### src/verilog/pkt_width_pkg.sv
/*
 * Shared widths, word layouts and state encoding for the packet width bridge.
 * Imported by every RTL module and by the testbench.
 * Bytes are big-endian, so byte 0 of a word sits in the top bits.
 */
package pkt_width_pkg;

    // Bus widths in bytes
    localparam int NARROW_BYTES = 4;
    localparam int WIDE_BYTES   = 16;
    localparam int CONV_RATIO   = WIDE_BYTES / NARROW_BYTES;

    // Credit buffer depth, which is also the number of credits at reset
    localparam int BUF_DEPTH = 8;

    localparam int NARROW_MTY_W = $clog2(NARROW_BYTES);
    localparam int WIDE_MTY_W   = $clog2(WIDE_BYTES);
    localparam int META_W       = 8;

    // Counters that must reach their upper bound need one extra value
    localparam int PACK_CNT_W = $clog2(CONV_RATIO + 1);
    localparam int CREDIT_W   = $clog2(BUF_DEPTH + 1);
    localparam int PTR_W      = $clog2(BUF_DEPTH);

    typedef logic [0:NARROW_BYTES-1][7:0] narrow_data_t;

    typedef struct packed {
        narrow_data_t            data;
        logic                    sop;
        logic                    eop;
        logic [NARROW_MTY_W-1:0] mty;
        logic                    err;
        logic [META_W-1:0]       meta;
    } narrow_word_t;

    // A wide word is CONV_RATIO narrow slots, slot 0 first on the wire
    typedef struct packed {
        narrow_data_t [0:CONV_RATIO-1] data;
        logic                          sop;
        logic                          eop;
        logic [WIDE_MTY_W-1:0]         mty;
        logic                          err;
        logic [META_W-1:0]             meta;
    } wide_word_t;

    typedef enum logic {
        UNPACK_IDLE,
        UNPACK_BUSY
    } unpack_state_t;

endpackage

### src/verilog/pkt_upsizer.sv
/*
 * Packs narrow packet words into wide words, slot 0 first.
 * A finished group is pushed to the credit buffer only while a credit
 * is held, and in_rdy drops while a finished group waits for one.
 */
module pkt_upsizer
    import pkt_width_pkg::*;
(
    input  logic         from_tx,
    input  logic         rst_n,
    input  logic         in_valid,
    input  narrow_word_t in_word,
    output logic         in_rdy,
    output logic         wide_push,
    output wide_word_t   wide_word,
    input  logic         credit_return
);

    logic [PACK_CNT_W-1:0]         pack_cnt;
    logic [PACK_CNT_W-1:0]         slot_idx;
    logic [CREDIT_W-1:0]           credits;
    logic                          grp_done;
    logic                          accept;
    narrow_data_t [0:CONV_RATIO-1] slots;
    logic                          sop_r;
    logic                          eop_r;
    logic                          err_r;
    logic [NARROW_MTY_W-1:0]       last_mty;
    logic [META_W-1:0]             meta_r;
    logic [WIDE_MTY_W-1:0]         wide_mty;

    assign wide_push = grp_done && (credits != '0);
    assign in_rdy    = !grp_done || wide_push;
    assign accept    = in_valid && in_rdy;

    // A word taken in the push cycle opens the next group at slot 0
    assign slot_idx = grp_done ? '0 : pack_cnt;

    always_ff @(posedge from_tx or negedge rst_n) begin
        if (!rst_n) begin
            pack_cnt <= '0;
            grp_done <= 1'b0;
        end else if (accept) begin
            pack_cnt <= slot_idx + 1'b1;
            grp_done <= in_word.eop || (slot_idx == PACK_CNT_W'(CONV_RATIO - 1));
        end else if (wide_push) begin
            pack_cnt <= '0;
            grp_done <= 1'b0;
        end
    end

    // Group payload. The first word of a group clears the slots behind it
    always_ff @(posedge from_tx) begin
        if (accept) begin
            if (slot_idx == '0) begin
                slots <= '0;
                sop_r <= in_word.sop;
                err_r <= in_word.err;
            end else begin
                err_r <= err_r | in_word.err;
            end
            slots[slot_idx] <= in_word.data;
            eop_r           <= in_word.eop;
            last_mty        <= in_word.mty;
            if (in_word.sop) begin
                meta_r <= in_word.meta;
            end
        end
    end

    // Empty bytes are the unfilled slots plus the empty tail of the last word
    always_comb begin
        wide_mty = '0;
        if (eop_r) begin
            wide_mty = WIDE_MTY_W'(WIDE_BYTES - int'(pack_cnt) * NARROW_BYTES
                                   + int'(last_mty));
        end
    end

    assign wide_word.data = slots;
    assign wide_word.sop  = sop_r;
    assign wide_word.eop  = eop_r;
    assign wide_word.mty  = wide_mty;
    assign wide_word.err  = err_r;
    assign wide_word.meta = meta_r;

    // One credit per buffer entry, spent on push and returned on pop
    always_ff @(posedge from_tx or negedge rst_n) begin
        if (!rst_n) begin
            credits <= CREDIT_W'(BUF_DEPTH);
        end else begin
            case ({wide_push, credit_return})
                2'b10:   credits <= credits - 1'b1;
                2'b01:   credits <= credits + 1'b1;
                default: credits <= credits;
            endcase
        end
    end

endmodule

### src/verilog/pkt_credit_fifo.sv
/*
 * Circular buffer of wide words between the upsizer and the downsizer.
 * The head entry is always presented and every pop sends one credit
 * back to the upsizer on the following cycle.
 */
module pkt_credit_fifo
    import pkt_width_pkg::*;
(
    input  logic       from_tx,
    input  logic       rst_n,
    input  logic       wide_push,
    input  wide_word_t wide_word,
    output logic       buf_valid,
    output wide_word_t buf_word,
    input  logic       buf_pop,
    output logic       credit_return
);

    wide_word_t          mem [BUF_DEPTH];
    logic [PTR_W-1:0]    wr_ptr;
    logic [PTR_W-1:0]    rd_ptr;
    logic [CREDIT_W-1:0] fill_cnt;
    logic                do_pop;

    function automatic logic [PTR_W-1:0] next_ptr(input logic [PTR_W-1:0] ptr);
        logic [PTR_W-1:0] nxt;
        if (ptr == PTR_W'(BUF_DEPTH - 1)) begin
            nxt = '0;
        end else begin
            nxt = ptr + 1'b1;
        end
        return nxt;
    endfunction

    assign buf_valid = (fill_cnt != '0);
    assign buf_word  = mem[rd_ptr];

    // Pops of an empty buffer are ignored so no credit is invented
    assign do_pop = buf_pop && buf_valid;

    // The credit scheme keeps pushes from ever landing on a full buffer
    always_ff @(posedge from_tx) begin
        if (wide_push) begin
            mem[wr_ptr] <= wide_word;
        end
    end

    always_ff @(posedge from_tx or negedge rst_n) begin
        if (!rst_n) begin
            wr_ptr <= '0;
            rd_ptr <= '0;
        end else begin
            if (wide_push) begin
                wr_ptr <= next_ptr(wr_ptr);
            end
            if (do_pop) begin
                rd_ptr <= next_ptr(rd_ptr);
            end
        end
    end

    always_ff @(posedge from_tx or negedge rst_n) begin
        if (!rst_n) begin
            fill_cnt <= '0;
        end else begin
            case ({wide_push, do_pop})
                2'b10:   fill_cnt <= fill_cnt + 1'b1;
                2'b01:   fill_cnt <= fill_cnt - 1'b1;
                default: fill_cnt <= fill_cnt;
            endcase
        end
    end

    always_ff @(posedge from_tx or negedge rst_n) begin
        if (!rst_n) begin
            credit_return <= 1'b0;
        end else begin
            credit_return <= do_pop;
        end
    end

endmodule

### src/verilog/pkt_downsizer.sv
/*
 * Unpacks buffered wide words into narrow output words, slot 0 first.
 * The next wide word is popped in the cycle the last valid slot is
 * taken, so back-to-back wide words leave no bubble on the output.
 */
module pkt_downsizer
    import pkt_width_pkg::*;
(
    input  logic         from_tx,
    input  logic         rst_n,
    input  logic         buf_valid,
    input  wide_word_t   buf_word,
    output logic         buf_pop,
    output logic         out_valid,
    output narrow_word_t out_word,
    input  logic         out_rdy
);

    unpack_state_t                 state;
    logic [0:CONV_RATIO-1]         slot_vld;
    logic [0:CONV_RATIO-1]         load_vld;
    narrow_data_t [0:CONV_RATIO-1] slots;
    logic                          sop_r;
    logic                          eop_r;
    logic                          err_r;
    logic [WIDE_MTY_W-1:0]         mty_r;
    logic [META_W-1:0]             meta_r;
    logic                          take;
    logic                          last_slot;

    // A slot holds data when the empty tail does not reach its first byte
    always_comb begin
        for (int i = 0; i < CONV_RATIO; i++) begin
            load_vld[i] = (int'(buf_word.mty) < WIDE_BYTES - i * NARROW_BYTES);
        end
    end

    assign out_valid = (state == UNPACK_BUSY);
    assign take      = out_valid && out_rdy;
    assign last_slot = !slot_vld[1];
    assign buf_pop   = buf_valid && ((state == UNPACK_IDLE) || (take && last_slot));

    always_ff @(posedge from_tx or negedge rst_n) begin
        if (!rst_n) begin
            state    <= UNPACK_IDLE;
            slot_vld <= '0;
        end else if (buf_pop) begin
            state    <= UNPACK_BUSY;
            slot_vld <= load_vld;
        end else if (take) begin
            slot_vld <= slot_vld << 1;
            if (last_slot) begin
                state <= UNPACK_IDLE;
            end
        end
    end

    always_ff @(posedge from_tx) begin
        if (buf_pop) begin
            slots  <= buf_word.data;
            sop_r  <= buf_word.sop;
            eop_r  <= buf_word.eop;
            err_r  <= buf_word.err;
            mty_r  <= buf_word.mty;
            meta_r <= buf_word.meta;
        end else if (take) begin
            slots <= slots << (NARROW_BYTES * 8);
            // Only the first slot of the wide word may carry sop
            sop_r <= 1'b0;
        end
    end

    assign out_word.data = slots[0];
    assign out_word.sop  = sop_r;
    assign out_word.eop  = eop_r && last_slot;
    assign out_word.err  = err_r && eop_r && last_slot;
    assign out_word.meta = meta_r;

    always_comb begin
        out_word.mty = '0;
        if (eop_r && last_slot) begin
            out_word.mty = NARROW_MTY_W'(int'(mty_r) % NARROW_BYTES);
        end
    end

endmodule

### src/verilog/pkt_width_bridge.sv
/*
 * Top level of the packet width bridge.
 * Narrow words are packed by the upsizer, held in the credit buffer and
 * unpacked again by the downsizer. Both outer ports use valid/ready.
 */
module pkt_width_bridge
    import pkt_width_pkg::*;
(
    input  logic         from_tx,
    input  logic         rst_n,
    input  logic         in_valid,
    input  narrow_word_t in_word,
    output logic         in_rdy,
    output logic         out_valid,
    output narrow_word_t out_word,
    input  logic         out_rdy
);

    // Credit link between upsizer and buffer
    logic       wide_push;
    wide_word_t wide_word;
    logic       credit_return;

    // Head of buffer towards the downsizer
    logic       buf_valid;
    wide_word_t buf_word;
    logic       buf_pop;

    pkt_upsizer u_upsizer (
        .from_tx       (from_tx),
        .rst_n         (rst_n),
        .in_valid      (in_valid),
        .in_word       (in_word),
        .in_rdy        (in_rdy),
        .wide_push     (wide_push),
        .wide_word     (wide_word),
        .credit_return (credit_return)
    );

    pkt_credit_fifo u_credit_fifo (
        .from_tx       (from_tx),
        .rst_n         (rst_n),
        .wide_push     (wide_push),
        .wide_word     (wide_word),
        .buf_valid     (buf_valid),
        .buf_word      (buf_word),
        .buf_pop       (buf_pop),
        .credit_return (credit_return)
    );

    pkt_downsizer u_downsizer (
        .from_tx   (from_tx),
        .rst_n     (rst_n),
        .buf_valid (buf_valid),
        .buf_word  (buf_word),
        .buf_pop   (buf_pop),
        .out_valid (out_valid),
        .out_word  (out_word),
        .out_rdy   (out_rdy)
    );

endmodule

### config.mk
export PLATFORM = sky130hd
export DESIGN_NAME = pkt_width_bridge
export DESIGN_NICKNAME = d
export VERILOG_FILES = /design/src/verilog/pkt_width_pkg.sv /design/src/verilog/pkt_upsizer.sv /design/src/verilog/pkt_credit_fifo.sv /design/src/verilog/pkt_downsizer.sv /design/src/verilog/pkt_width_bridge.sv
export SDC_FILE = /design/constraint.sdc
export NUM_CORES = 1
export LEC_CHECK = 0
export BUFFER_PORTS_ARGS = -buffer_cell sky130_fd_sc_hd__buf_2
export CAP_MARGIN = 0
export CORE_MARGIN = 3
export CORE_UTILIZATION = 45
export DETAILED_ROUTE_END_ITERATION = 6
export HOLD_SLACK_MARGIN = 0.08
export SLEW_MARGIN = 40
export SYNTH_ARGS = -nofsm -noshare
export SYNTH_HDL_FRONTEND = slang
export SYNTH_SLANG_ARGS = --single-unit
export TNS_END_PERCENT = 50
### constraint.sdc
create_clock -name from_tx -period 46 [get_ports from_tx]
set_clock_uncertainty 0.05 [all_clocks]
set_input_delay 6.9 -clock from_tx [delete_from_list [all_inputs] [get_ports from_tx]]
set_output_delay 6.9 -clock from_tx [all_outputs]
set_load 0.02 [all_outputs]
==> flow_metrics.env <==
export IMPL_die_h_microns=355
export IMPL_r2r_cells=6
export IMPL_critPathRequiredTime_ns=39.05
export IMPL_crit_path_end_kind="primary output"
export IMPL_cts_setup_buffers=0
export IMPL_cts_buffer_depth=3
export IMPL_worstPathMaxFanout=7
export IMPL_fin_tns_setup_ns=0
export IMPL_p_sw_mw=1.16
export IMPL_worst_path_stages=3
export IMPL_dp_cells=4125
export IMPL_cp_num_buf_inv=1
export IMPL_reg2reg_setup_slack_ns=41.73
export IMPL_cts_resized=0
export IMPL_dp_hpwl_microns=61200
export IMPL_rows=127
export IMPL_p_leak_nw=20.5
export IMPL_cpPeakStageDelay_ns=0.62
export IMPL_synth_edf_count=1426
export IMPL_final_area_sq_um=62200
export IMPL_cp_start_kind="flop"
export IMPL_place_congestion=0.745
export IMPL_fmax_mhz=109
export IMPL_nNetsFinal=2737
export IMPL_routedWlPerCell_microns=27.2
export IMPL_io_pins=96
export IMPL_wirelength_microns=120000
export IMPL_cts_tree="yes"
export IMPL_reg2reg_from="u_upsizer.credits[3]"
export IMPL_pwr_share_clk_pct=29.8
export IMPL_power_frac_comb_pct=22.9
export IMPL_slew_viol_final=0
export IMPL_slowest_stage="nor4_2"
export IMPL_grt_usage_pct=19.2
export IMPL_hp_class="reg2reg"
export IMPL_critPathArrivalTime_ns=2.26
export IMPL_critPathKind="reg2out"
export IMPL_ys_ff_latch=1449
export IMPL_htreeDepth=4
export IMPL_min_period_ns=9.21
export IMPL_worst_slew_pin_slew_ns=0.881
export IMPL_cts_clk_slew_worst_paths_ns=0.06
export IMPL_irDropWorstVdd_mv=0.0389
export IMPL_powerDensity_nw_per_um2=64.7
export IMPL_ys_flop_type="edfxtp_1"
export IMPL_drt_pass1_iter_count=5
export IMPL_regToRegEndpoint="u_credit_fifo.mem[4][128]"
export IMPL_yosysUniqueCellTypes=36
export IMPL_synth_area_leaders="edfxtp_1, mux4_2, mux2i_1"
export IMPL_ys_top_cells_by_count="edfxtp_1, mux4_2, mux2i_1"
export IMPL_grt_max_degree=128
export IMPL_io_buffers=95
export IMPL_synth_top_area_cell="edfxtp_1"
export IMPL_hold_buffers=0
export IMPL_syn_cell_area_sq_um=54900
export IMPL_grt_ovfl_total=0
export IMPL_avgSynthCellArea_sq_um=21.7
export IMPL_antenna_left=0
export IMPL_antenna_found_initial=6
export IMPL_path_cells="nor4_2 > nand2_1 > buf_2"
export IMPL_share_seq_of_total_power_pct=47.3
export IMPL_min_path_cells=1
export IMPL_syn_num_nets=2596
export IMPL_synth_warnings=0
export IMPL_status="finished clean"
export IMPL_yosys_cell_count_top_type="edfxtp_1"
export IMPL_period_share_pct=20.0
export IMPL_yosysTopAreaCellShare_pct=78.0
export IMPL_drt_initial_drc_count=2331
export IMPL_swShare_pct=28.9
export IMPL_clock_latency_ns=0.76
export IMPL_via_per_inst=5.63
export IMPL_final_cells=4406
export IMPL_final_core_util_pct=51.7
export IMPL_holdCritStartpoint="u_credit_fifo.fill_cnt[3]"
export IMPL_hold_viol=0
export IMPL_coreArea_sq_um=120000
export IMPL_syn_inst=2529
export IMPL_yosysSeqAreaShare_pct=79.1
export IMPL_die_area_sq_um=126000
export IMPL_place_area_sq_um=57200
export IMPL_rsz0062_at_grt="no"
export IMPL_worstHoldEndpoint="u_credit_fifo.fill_cnt[3]"
export IMPL_maxSlewHeadroom_pct=41.3
export IMPL_cp_top_family="simple AND/OR/NAND/NOR gates"
export IMPL_setup_violations=0
export IMPL_cts_sinks=1449
export IMPL_grt_pass1_wl_microns=178000
export IMPL_async_flop_share_pct=1.59
export IMPL_die_w_microns=355
export IMPL_drive_gt1_share_pct=24.5
export IMPL_start_util_pct=45.6
export IMPL_syn_to_final_growth_pct=13.4
export IMPL_internal_power_mw=2.86
export IMPL_grt_pass1_vias=26600
export IMPL_power_mw=4.02
export IMPL_cts_buffers=151
export IMPL_vias=24800
export IMPL_cap_violations=0
export IMPL_ctsRootBufferMaster="clkbuf_16"
export IMPL_drc=0
[worst max path at each step]
stage | from | endpoint | slack [ns]
4_1_cts | u_upsizer.credits[1] | in_rdy | 36.76
3_5_place_dp | out_rdy | u_credit_fifo.fill_cnt[3] | 36.53
2_1_floorplan | u_upsizer.credits[3] | u_credit_fifo.mem[0][0] | 30.59
3_3_place_gp | out_rdy | u_credit_fifo.fill_cnt[3] | 36.57
5_1_grt | u_upsizer.credits[1] | in_rdy | 36.69
6_report | u_upsizer.credits[1] | in_rdy | 36.79
[cells in the final DEF, fill, tap and decap left out, types with 3 or more instances in the layout]
master,synthesis,layout
clkinv_8,0,6
buf_6,7,22
dfrtp_4,0,3
mux2i_1,135,135
buf_4,56,22
buf_16,0,5
clkbuf_16,0,153
edfxtp_1,1426,1426
and3_1,98,98
nor2_4,0,6
xnor2_1,5,5
dfrtp_1,22,19
mux4_2,285,285
ha_1,16,16
nand2b_1,7,6
nor2_1,45,39
and2_1,39,39
clkinv_1,0,34
inv_1,13,12
buf_2,32,95
a21oi_1,4,3
buf_12,0,7
clkbuf_1,52,29
mux2_2,17,17
nand2_1,114,113
nor3_4,0,3
o21ai_0,106,106
clkinv_2,0,23
diode_2,0,6
bufinv_16,0,16
a21o_1,5,5
[routing by layer]
metal / vias to the layer above / routed length [microns] / global-route usage (%)
li1: 10600 / - / -
met1: 13400 / 52700 / 27.4
met2: 675 / 58200 / 31.2
met3: 163 / 6320 / 3.31
met4: 2 / 2340 / 4.78
met5: - / 13 / 0
[logic make-up (layout without fill, tap and decap cells)]
family | Yosys count | after routing | share of synthesized area (%)
compound gates | 122 | 122 | 1.18
xor+xnor | 7 | 7 | 0.112
fa+ha+maj | 18 | 18 | 0.438
buf+inv | 178 | 437 | 1.77
flops | 1449 | 1449 | 79.1
mux | 437 | 437 | 14.5
other cells | 0 | 6 | 0
simple gates | 318 | 318 | 2.90
[sequential cells by signal (all words and copies together), names as in the netlist, 2 cells and up]
name / flops
u_credit_fifo.fill_cnt: 4
u_downsizer.slots: 96
u_downsizer.out_word: 32
u_upsizer.meta_r: 8
u_credit_fifo.rd_ptr: 3
u_downsizer.mty_r: 2
u_credit_fifo.wr_ptr: 3
u_upsizer.wide_word: 128
u_upsizer.pack_cnt: 3
u_credit_fifo.mem: 1144
u_downsizer.slot_vld: 3
u_upsizer.last_mty: 2
u_downsizer.meta_r: 8
u_upsizer.credits: 4
[per-stage QoR]
stage	hold slack, ns	setup slack (ns)
after detailed placement	0.425	36.53
after global placement	0.429	36.57
after floorplan	0.398	30.59
after global routing	0.457	36.69
final	0.443	36.79
after CTS	0.439	36.76
[power groups by stage]
stage | logic (mW) | registers, mW | clock network [mW]
floorplan | 0.693 | 1.90 | 0
global placement | 0.896 | 1.93 | 0
detailed placement | 0.925 | 1.94 | 0
CTS | 0.927 | 1.92 | 1.23
global route | 1.00 | 1.92 | 1.28
finish | 0.923 | 1.90 | 1.20
[layout make-up]
class / count / area [sq um]
flip-flops and latches: 1449 / 43400
well taps: 1612 / 2020
clock inverters: 89 / 975
diodes: 6 / 15.0
inverters: 13 / 48.8
multi-input cells: 902 / 10600
repair buffers: 153 / 1200
fillers: 9410 / 58200
clock buffers: 182 / 3940
[worst register-to-register path: stages, from the launching register on]
cell and delay, ns:
dfstp_2 0.55, nor4_2 0.09, nand2b_1 0.43, nor3_4 0.70, buf_6 0.64, buf_6 0.59, buf_4 0.79
Power figures use the tool's default switching activity.
